[config.mk]
export PLATFORM = sky130hd
export DESIGN_NAME = crc_unit
export DESIGN_NICKNAME = d
export VERILOG_FILES = /design/src/hw/crc_reg_pkg.sv /design/src/hw/crc_data_pkg.sv /design/src/hw/crc_bit_order.sv /design/src/hw/crc_regs.sv /design/src/hw/crc_engine.sv /design/src/hw/crc_readout.sv /design/src/hw/crc_unit.sv
export VERILOG_INCLUDE_DIRS = /design/src /design/src/hw
export SDC_FILE = /design/constraint.sdc
export NUM_CORES = 2
export LEC_CHECK = 0
export BUFFER_PORTS_ARGS = -buffer_cell sky130_fd_sc_hd__buf_2
export CORE_MARGIN = 1.5
export CORE_UTILIZATION = 30
export CTS_CLUSTER_SIZE = 20
export DETAILED_ROUTE_END_ITERATION = 6
export PLACE_DENSITY = 0.5
export SYNTH_ARGS = -nofsm -noshare
export SYNTH_HDL_FRONTEND = slang
export SYNTH_SLANG_ARGS = --single-unit
[constraint.sdc]
create_clock -name m -period 29.4 [get_ports m]
set_clock_uncertainty 0.1 [all_clocks]
set_input_delay 5.88 -clock m [delete_from_list [all_inputs] [get_ports m]]
set_output_delay 5.88 -clock m [all_outputs]
set_load 0.01 [all_outputs]
[src/hw/crc_consts.svh]
/*
 * CRC accelerator constants
 * Register word offsets, reset values, CTRL field positions and the
 * data word width shared by the RTL and the testbench.
 */

`ifndef CRC_CONSTS_SVH
`define CRC_CONSTS_SVH

// ---------------------------------------------------------------------------
// register map, word offsets
// ---------------------------------------------------------------------------
`define CRC_ADDR_DATA       2'd0            // seed or data in, crc out
`define CRC_ADDR_GPOLY      2'd1            // generator polynomial
`define CRC_ADDR_CTRL       2'd2            // mode control
// offset 3 is unmapped and reads as zero

// ---------------------------------------------------------------------------
// reset values
// ---------------------------------------------------------------------------
`define CRC_GPOLY_RESET     32'h0000_1021   // ccitt polynomial
`define CRC_STATE_RESET     32'hFFFF_FFFF   // remainder after reset

// ---------------------------------------------------------------------------
// CTRL field positions
// ---------------------------------------------------------------------------
`define CRC_TOT_MSB         31              // write transpose
`define CRC_TOT_LSB         30
`define CRC_TOTR_MSB        29              // read transpose
`define CRC_TOTR_LSB        28
`define CRC_FXOR_BIT        26              // complement on read
`define CRC_WAS_BIT         25              // data write loads the seed
`define CRC_TCRC_BIT        24              // 1 selects 32-bit crc

// ---------------------------------------------------------------------------
// data path width
// ---------------------------------------------------------------------------
`define CRC_WORD_BITS       32

`endif

[src/hw/crc_reg_pkg.sv]
/*
 * CRC register map types
 * Register offset and the transpose modes held in CTRL.
 */

package crc_reg_pkg;

  // word offset into the register block
  typedef logic [1:0] reg_addr_t;

  // ---------------------------------------------------------------------------
  // transpose modes for TOT (writes) and TOTR (reads)
  // ---------------------------------------------------------------------------
  typedef enum logic [1:0]
  {
    ORDER_NONE          = 2'd0,   // word passes unchanged
    ORDER_BITS_IN_BYTES = 2'd1,   // bits reversed inside each byte
    ORDER_ALL_BITS      = 2'd2,   // full 32-bit reversal
    ORDER_BYTES         = 2'd3    // byte order reversed
  } transpose_t;

endpackage

[src/hw/crc_data_pkg.sv]
/*
 * CRC data path types
 * Bus word, CRC remainder and the width select.
 */

`include "crc_consts.svh"

package crc_data_pkg;

  // bus or data word
  typedef logic [`CRC_WORD_BITS-1:0] crc_word_t;

  // crc remainder, upper half zero in 16-bit mode
  typedef logic [`CRC_WORD_BITS-1:0] crc_state_t;

  // 1 = 32-bit crc, 0 = 16-bit crc
  typedef logic crc_width_t;

endpackage

[src/hw/crc_bit_order.sv]
/*
 * Transpose network
 * Reorders a 32-bit word by one of four transpose modes, used on the
 * write path and again on the read path.
 */

module crc_bit_order
(
  input  crc_data_pkg::crc_word_t  word_in,
  input  crc_reg_pkg::transpose_t  order,
  output crc_data_pkg::crc_word_t  word_out
);

  always_comb
  begin
    word_out = word_in;
    case (order)
      crc_reg_pkg::ORDER_NONE:
        word_out = word_in;
      crc_reg_pkg::ORDER_BITS_IN_BYTES:
        for (int b = 0; b < 4; b++)
          for (int i = 0; i < 8; i++)
            word_out[8*b + i] = word_in[8*b + 7 - i];   // mirror within byte b
      crc_reg_pkg::ORDER_ALL_BITS:
        for (int i = 0; i < 32; i++)
          word_out[i] = word_in[31 - i];
      crc_reg_pkg::ORDER_BYTES:
        for (int b = 0; b < 4; b++)
          word_out[8*b +: 8] = word_in[8*(3 - b) +: 8];  // bits kept inside each byte
      default:
        word_out = word_in;
    endcase
  end

endmodule

[src/hw/crc_regs.sv]
/*
 * CRC register block
 * Holds GPOLY and the CTRL fields, turns DATA writes into seed or data
 * strobes according to WAS, and registers read data one cycle after rd.
 */

`include "crc_consts.svh"

module crc_regs
(
  input  logic                      m,
  input  logic                      reset,
  input  logic                      wr,
  input  logic                      rd,
  input  crc_reg_pkg::reg_addr_t    addr,
  input  crc_data_pkg::crc_word_t   wdata,
  input  crc_data_pkg::crc_word_t   read_word,    // formatted crc for DATA reads
  output crc_data_pkg::crc_word_t   rdata,
  output logic                      rdata_valid,
  output crc_data_pkg::crc_word_t   gpoly,
  output crc_reg_pkg::transpose_t   ctrl_tot,
  output crc_reg_pkg::transpose_t   ctrl_totr,
  output logic                      ctrl_fxor,
  output logic                      ctrl_was,
  output crc_data_pkg::crc_width_t  ctrl_tcrc,
  output logic                      data_load,
  output logic                      seed_load
);

  logic                     data_wr;       // write hits DATA
  crc_data_pkg::crc_word_t  ctrl_word;     // CTRL as seen on the bus
  crc_data_pkg::crc_word_t  read_mux;

  // ---------------------------------------------------------------------------
  // write decode
  // ---------------------------------------------------------------------------
  assign data_wr   = wr && (addr == `CRC_ADDR_DATA);
  assign data_load = data_wr && !ctrl_was;
  assign seed_load = data_wr && ctrl_was;

  always_ff @(posedge m)
  begin
    if (reset)
    begin
      gpoly     <= `CRC_GPOLY_RESET;
      ctrl_tot  <= crc_reg_pkg::ORDER_NONE;
      ctrl_totr <= crc_reg_pkg::ORDER_NONE;
      ctrl_fxor <= 1'b0;
      ctrl_was  <= 1'b0;
      ctrl_tcrc <= 1'b0;
    end
    else if (wr)
    begin
      if (addr == `CRC_ADDR_GPOLY)
        gpoly <= wdata;
      if (addr == `CRC_ADDR_CTRL)
      begin
        ctrl_tot  <= crc_reg_pkg::transpose_t'(wdata[`CRC_TOT_MSB:`CRC_TOT_LSB]);
        ctrl_totr <= crc_reg_pkg::transpose_t'(wdata[`CRC_TOTR_MSB:`CRC_TOTR_LSB]);
        ctrl_fxor <= wdata[`CRC_FXOR_BIT];
        ctrl_was  <= wdata[`CRC_WAS_BIT];
        ctrl_tcrc <= wdata[`CRC_TCRC_BIT];   // undefined bits are dropped
      end
    end
  end

  // ---------------------------------------------------------------------------
  // read path
  // ---------------------------------------------------------------------------
  always_comb
  begin
    ctrl_word                                = '0;
    ctrl_word[`CRC_TOT_MSB:`CRC_TOT_LSB]     = ctrl_tot;
    ctrl_word[`CRC_TOTR_MSB:`CRC_TOTR_LSB]   = ctrl_totr;
    ctrl_word[`CRC_FXOR_BIT]                 = ctrl_fxor;
    ctrl_word[`CRC_WAS_BIT]                  = ctrl_was;
    ctrl_word[`CRC_TCRC_BIT]                 = ctrl_tcrc;
  end

  always_comb
  begin
    case (addr)
      `CRC_ADDR_DATA:  read_mux = read_word;
      `CRC_ADDR_GPOLY: read_mux = gpoly;
      `CRC_ADDR_CTRL:  read_mux = ctrl_word;
      default:         read_mux = '0;       // unmapped offset
    endcase
  end

  always_ff @(posedge m)
  begin
    if (reset)
    begin
      rdata       <= '0;
      rdata_valid <= 1'b0;
    end
    else
    begin
      rdata_valid <= rd;
      if (rd)
        rdata <= read_mux;                   // held until the next read
    end
  end

  // the bus never issues a read and a write in the same cycle
  a_no_wr_rd: assert property (@(posedge m) disable iff (reset) !(wr && rd));

endmodule

[src/hw/crc_engine.sv]
/*
 * CRC engine
 * Keeps the CRC remainder, loads a seed, or folds a full 32-bit data
 * word through the generator polynomial in a single cycle.
 */

`include "crc_consts.svh"

module crc_engine
(
  input  logic                      m,
  input  logic                      reset,
  input  crc_data_pkg::crc_word_t   order_word,   // transposed write data
  input  crc_data_pkg::crc_word_t   gpoly,
  input  crc_data_pkg::crc_width_t  width,
  input  logic                      data_load,
  input  logic                      seed_load,
  output crc_data_pkg::crc_state_t  state
);

  crc_data_pkg::crc_state_t  acc_32;   // 32-bit fold
  logic [15:0]               acc_16;   // 16-bit fold
  crc_data_pkg::crc_state_t  fold;
  crc_data_pkg::crc_state_t  seed;

  // ---------------------------------------------------------------------------
  // shift-in-then-reduce, msb of the data word first
  // ---------------------------------------------------------------------------
  always_comb
  begin
    acc_32 = state;
    acc_16 = state[15:0];
    for (int i = `CRC_WORD_BITS - 1; i >= 0; i--)
    begin
      if (acc_32[31])
        acc_32 = {acc_32[30:0], order_word[i]} ^ gpoly;
      else
        acc_32 = {acc_32[30:0], order_word[i]};
      if (acc_16[15])
        acc_16 = {acc_16[14:0], order_word[i]} ^ gpoly[15:0];
      else
        acc_16 = {acc_16[14:0], order_word[i]};
    end
  end

  assign fold = width ? acc_32 : {16'h0000, acc_16};
  assign seed = width ? order_word : {16'h0000, order_word[15:0]};

  // ---------------------------------------------------------------------------
  // remainder register
  // ---------------------------------------------------------------------------
  always_ff @(posedge m)
  begin
    if (reset)
      state <= `CRC_STATE_RESET;
    else if (seed_load)
      state <= seed;
    else if (data_load)
      state <= fold;
  end

  // regs decode the two strobes from one DATA write, only one may fire
  a_one_load: assert property (@(posedge m) disable iff (reset)
    !(data_load && seed_load));

  // a load in 16-bit mode leaves the upper half clear
  a_upper_clear: assert property (@(posedge m) disable iff (reset)
    ((data_load || seed_load) && !width) |=> (state[31:16] == 16'h0000));

endmodule

[src/hw/crc_readout.sv]
/*
 * CRC readback formatter
 * Complements the active CRC width when FXOR is set, then applies the
 * read transpose selected by TOTR.
 */

module crc_readout
(
  input  crc_data_pkg::crc_state_t  state,
  input  crc_data_pkg::crc_width_t  width,
  input  logic                      fxor,
  input  crc_reg_pkg::transpose_t   order,
  output crc_data_pkg::crc_word_t   read_word
);

  crc_data_pkg::crc_word_t  inv_mask;   // bits touched by the complement
  crc_data_pkg::crc_word_t  inv_word;

  // ---------------------------------------------------------------------------
  // complement before transposition
  // ---------------------------------------------------------------------------
  assign inv_mask = width ? 32'hFFFF_FFFF : 32'h0000_FFFF;
  assign inv_word = fxor ? (state ^ inv_mask) : state;

  // ---------------------------------------------------------------------------
  // read transpose
  // ---------------------------------------------------------------------------
  crc_bit_order u_read_order
  (
    .word_in  (inv_word),
    .order    (order),
    .word_out (read_word)
  );

endmodule

[src/hw/crc_unit.sv]
/*
 * CRC accelerator top level
 * Word-addressed DATA, GPOLY and CTRL registers around a 16/32-bit
 * CRC engine with write and read transposition.
 */

module crc_unit
(
  input  logic                     m,
  input  logic                     reset,
  input  logic                     wr,           // one-cycle write strobe
  input  logic                     rd,           // one-cycle read strobe
  input  crc_reg_pkg::reg_addr_t   addr,
  input  crc_data_pkg::crc_word_t  wdata,
  output crc_data_pkg::crc_word_t  rdata,
  output logic                     rdata_valid
);

  crc_data_pkg::crc_word_t   gpoly;
  crc_reg_pkg::transpose_t   ctrl_tot;
  crc_reg_pkg::transpose_t   ctrl_totr;
  logic                      ctrl_fxor;
  logic                      ctrl_was;
  crc_data_pkg::crc_width_t  ctrl_tcrc;
  logic                      data_load;
  logic                      seed_load;
  crc_data_pkg::crc_word_t   order_word;   // write data after TOT
  crc_data_pkg::crc_state_t  state;
  crc_data_pkg::crc_word_t   read_word;    // crc after FXOR and TOTR

  // ---------------------------------------------------------------------------
  // register block
  // ---------------------------------------------------------------------------
  crc_regs u_regs
  (
    .m           (m),
    .reset       (reset),
    .wr          (wr),
    .rd          (rd),
    .addr        (addr),
    .wdata       (wdata),
    .read_word   (read_word),
    .rdata       (rdata),
    .rdata_valid (rdata_valid),
    .gpoly       (gpoly),
    .ctrl_tot    (ctrl_tot),
    .ctrl_totr   (ctrl_totr),
    .ctrl_fxor   (ctrl_fxor),
    .ctrl_was    (ctrl_was),
    .ctrl_tcrc   (ctrl_tcrc),
    .data_load   (data_load),
    .seed_load   (seed_load)
  );

  // ---------------------------------------------------------------------------
  // data path
  // ---------------------------------------------------------------------------
  crc_bit_order u_write_order
  (
    .word_in  (wdata),
    .order    (ctrl_tot),
    .word_out (order_word)
  );

  crc_engine u_engine
  (
    .m          (m),
    .reset      (reset),
    .order_word (order_word),
    .gpoly      (gpoly),
    .width      (ctrl_tcrc),
    .data_load  (data_load),
    .seed_load  (seed_load),
    .state      (state)
  );

  crc_readout u_readout
  (
    .state     (state),
    .width     (ctrl_tcrc),
    .fxor      (ctrl_fxor),
    .order     (ctrl_totr),
    .read_word (read_word)
  );

endmodule

==> reports/qor.csv <==
metric,value,unit
status,"finished, final reports clean",
floorplan.core_area,123000,um^2
rr_endpoint,u_engine.state[6],
io_buffers,70,
worstHoldEndpoint,u_regs.gpoly[10],
gp_congestion,0.932,
gr-usage-met3,3.99,%
vias,40700,
post-cts-setup-buffers,0,
cts_hold_buf,0,
hold_class,flip-flop to flip-flop,
path_class,flip-flop to flip-flop,
timing.critical_path.from_type,flip-flop,
syn-cell-area,37200,um^2
crit_path_end_kind,flip-flop,
arrival_time_at_the_worst_endpoint,18.60,ns
row_count,129,
timing.critical_path.fanout_max,38,
drt_wirelength,171,mm
tritoncts.num_buffers,9,
netlist-cell-type-count,123,
synth_xor_area_share,32.7,%
finalSetupTns,0,ns
grt_overflow_total,0,
synth_ff_type,sky130_fd_sc_hd__dfxtp_1,
reg2reg_depth,47,
crit_path_top_delay_cell,sky130_fd_sc_hd__xnor2_1,
synthAdderAreaFrac,0,%
drt-vias-per-instance,5.81,
initial_core_utilization,30.2,%
layout_worst_path_cycle_share,62.7,%
synth-compound-area-share,27.0,%
register_to_register_setup_slack,10.97,ns
clock_path_buffers,2,
unrepaired_setup_endpoints_after_global_routing,false,
die_y,355,um
r2r_start,u_regs.gpoly[15],
grt_use_met2,41.9,%
worst_slew_pin_slew,1.35,ns
wl_per_cell,24.5,um
clock_sink_count,104,
number_of_flip_flops_and_latches_in_the_synthesized_netlist,104,
cts.clk_slew.worst_paths,0.08,ns
worst_path_largest_cell_delay,0.92,ns
clock_insertion_delay_worst_skew,0.38,ns
tritoncts,yes,
grt_most_used_layer,met2,
synth.net_count,5732,
synthSimpleGateAreaFrac,23.9,%
initial_antenna_violation_count,2,
grt_start_max_net_pins,71,
grt_first_pass_wirelength,254,mm
htree_levels,3,
drt_pass1_iterations,6,
yosys.area.top_type,sky130_fd_sc_hd__xnor2_1,
hold-path-cell-count,2,
final_antenna_net_count,0,
dr.first_iter.drc_count,4409,
synthMuxAreaShare,4.10,%
timing.final.hold_violations,0,
dominant_combinational_cell_family_by_area_after_synthesis,XOR/XNOR gates,
synth_top_cell_area_share,26.6,%
synth.area.top_cells,"sky130_fd_sc_hd__xnor2_1 27%, sky130_fd_sc_hd__nand2_1 12%, sky130_fd_sc_hd__dfxtp_1 5.6%, sky130_fd_sc_hd__a21oi_1 4.4%, sky130_fd_sc_hd__clkbuf_1 3.9%",
fin_nets,5397,
layout-drive-gt1-share,8.59,%
hold_start,u_regs.gpoly[10],
width_of_the_die,355,um
slew_violations,0,
timing.max_slew.rel_slack,9.54,%
period_needed,18.43,ns
max_cap_viol_count,0,
async_flop_share,0,%
top_level_ports,71,
fp.dieArea,126000,um^2
cp_common_cell,sky130_fd_sc_hd__xnor2_1,
fmaxAchievable,54.3,MHz
groute.layer.met1.usage,33.1,%
synth_edf_count,0,
route.detailed.drc,0,
critical_path_required,29.56,ns
cells_resized_by_post_cts_repair,0,
setup_viol,0,
synth.yosys.warnings,0,
hpwlAfterDp,121,mm
areaGrowthSynthToFinish,4.99,%
cts-root-buf,sky130_fd_sc_hd__clkbuf_16,
via_count_of_the_first_global_routing_pass,37300,
postSynthAreaPerCell,6.54,um^2
yosysSeqAreaShare,5.59,%
grt.total_usage,26.0,%
synthesis.instances,5694,
[Yosys cell counts (75+ instances only)]
cell and n:
sky130_fd_sc_hd__buf_1 139, sky130_fd_sc_hd__o21ai_0 260, sky130_fd_sc_hd__nor3_1 75, sky130_fd_sc_hd__a211oi_1 125
sky130_fd_sc_hd__nor2_1 363, sky130_fd_sc_hd__nand3_1 81, sky130_fd_sc_hd__mux2i_1 116, sky130_fd_sc_hd__o22ai_1 96
sky130_fd_sc_hd__a32oi_1 118, sky130_fd_sc_hd__xnor2_1 1129, sky130_fd_sc_hd__nand2_1 1232, sky130_fd_sc_hd__a21oi_1 330
sky130_fd_sc_hd__dfxtp_1 104, sky130_fd_sc_hd__clkbuf_1 389, sky130_fd_sc_hd__xor2_1 118
[cells by family (layout without fill, tap and decap cells)]
logic type,Yosys count,in the layout
AOI/OAI and AO/OA,1456,1456
xor gates and xnor gates,1306,1306
buffers and inverters,633,303
and+or+nand+nor,2049,2049
DFF,104,104
muxes,146,146
other,0,3
[cells in the final DEF, fill, tap and decap left out, types with 21 or more instances in the layout]
cell	instances
sky130_fd_sc_hd__a211o_1	39
sky130_fd_sc_hd__a31oi_1	22
sky130_fd_sc_hd__and2_1	32
sky130_fd_sc_hd__dfxtp_2	28
sky130_fd_sc_hd__nand2_1	1232
sky130_fd_sc_hd__xnor3_1	38
sky130_fd_sc_hd__inv_1	21
sky130_fd_sc_hd__a21o_1	32
sky130_fd_sc_hd__mux2_2	23
sky130_fd_sc_hd__o21ai_0	256
sky130_fd_sc_hd__nand3_1	81
sky130_fd_sc_hd__nor2b_1	36
sky130_fd_sc_hd__o21a_1	23
sky130_fd_sc_hd__buf_4	182
sky130_fd_sc_hd__xor2_1	114
sky130_fd_sc_hd__o21ai_1	26
sky130_fd_sc_hd__o211ai_1	69
sky130_fd_sc_hd__nor3_1	74
sky130_fd_sc_hd__mux2i_1	116
sky130_fd_sc_hd__a221oi_1	30
sky130_fd_sc_hd__a21oi_1	329
sky130_fd_sc_hd__o2111ai_1	27
sky130_fd_sc_hd__o31ai_1	34
sky130_fd_sc_hd__nor2_1	358
sky130_fd_sc_hd__nand4_1	24
sky130_fd_sc_hd__a211oi_1	124
sky130_fd_sc_hd__or4_1	24
sky130_fd_sc_hd__dfxtp_1	67
sky130_fd_sc_hd__o22ai_1	96
sky130_fd_sc_hd__nor4_1	22
sky130_fd_sc_hd__xnor2_1	1122
sky130_fd_sc_hd__and3_1	26
sky130_fd_sc_hd__buf_2	69
sky130_fd_sc_hd__a32oi_1	118
[worst max path at each step]
stage / start / to / slack (ns) / cells after the start
floorplan: wdata[1] / u_engine.state[2] / 14.97 / 39
global placement: u_regs.gpoly[15] / u_engine.state[6] / 11.72 / 49
detailed placement: u_regs.gpoly[15] / u_engine.state[12] / 11.78 / 48
CTS: u_regs.gpoly[15] / u_engine.state[12] / 11.69 / 48
global route: u_regs.gpoly[15] / u_engine.state[6] / 10.06 / 48
finish: u_regs.gpoly[15] / u_engine.state[6] / 10.97 / 47
[per-stage QoR]
stage | cells | util (%) | hold WS (ns) | instance area [um^2] | setup slack [ns]
final | 7004 | 31.7 | 0.359 | 39100 | 10.97
after global routing | 7001 | 31.7 | 0.388 | 39100 | 10.06
after CTS | 7001 | 31.7 | 0.357 | 39100 | 11.69
after detailed placement | 6985 | 31.4 | 0.346 | 38800 | 11.78
after global placement | 6985 | 31.4 | 0.342 | 38800 | 11.72
after floorplan | 5694 | - | 0.401 | 37200 | 14.97
[critical path: cells and delay by family (launching register included)]
kind / cells / cell delay (ns)
DFF: 1 / 0.62
AOI/OAI and AO/OA: 18 / 6.34
muxes: 1 / 0.11
buffers and inverters: 3 / 1.25
and+or+nand+nor: 15 / 5.12
xor gates and xnor gates: 10 / 4.66
[flip-flops by register name, summed over array words and instances, names as in the netlist]
register	count
u_regs.ctrl_totr	2
u_regs.ctrl_was	1
u_regs.rdata	32
u_regs.ctrl_tot	2
u_regs.gpoly	32
u_regs.ctrl_fxor	1
u_regs.rdata_valid	1
u_engine.state	32
u_regs.ctrl_tcrc	1
[routing by layer]
layer  vias to the layer above  share of wire [%]
li1                      19000                  -
met1                     19300                 41
met2                      1897                 45
met3                       479                7.5
met4                         2                6.4
met5                         -             0.0064
[final cells by class]
class / count / area (um^2)
Inverter: 36 / 136
Antenna cell: 3 / 7.51
Timing Repair Buffer: 251 / 1710
Clock buffer: 11 / 233
Fill cell: 13400 / 84400
Sequential cell: 104 / 2150
Tap cell: 1637 / 2050
Multi-Input combinational cell: 4957 / 32800
Clock inverter: 5 / 40.0
Power is not shown: default switching activity piles up to over one toggle a cycle in this logic, so the estimate is an artifact.
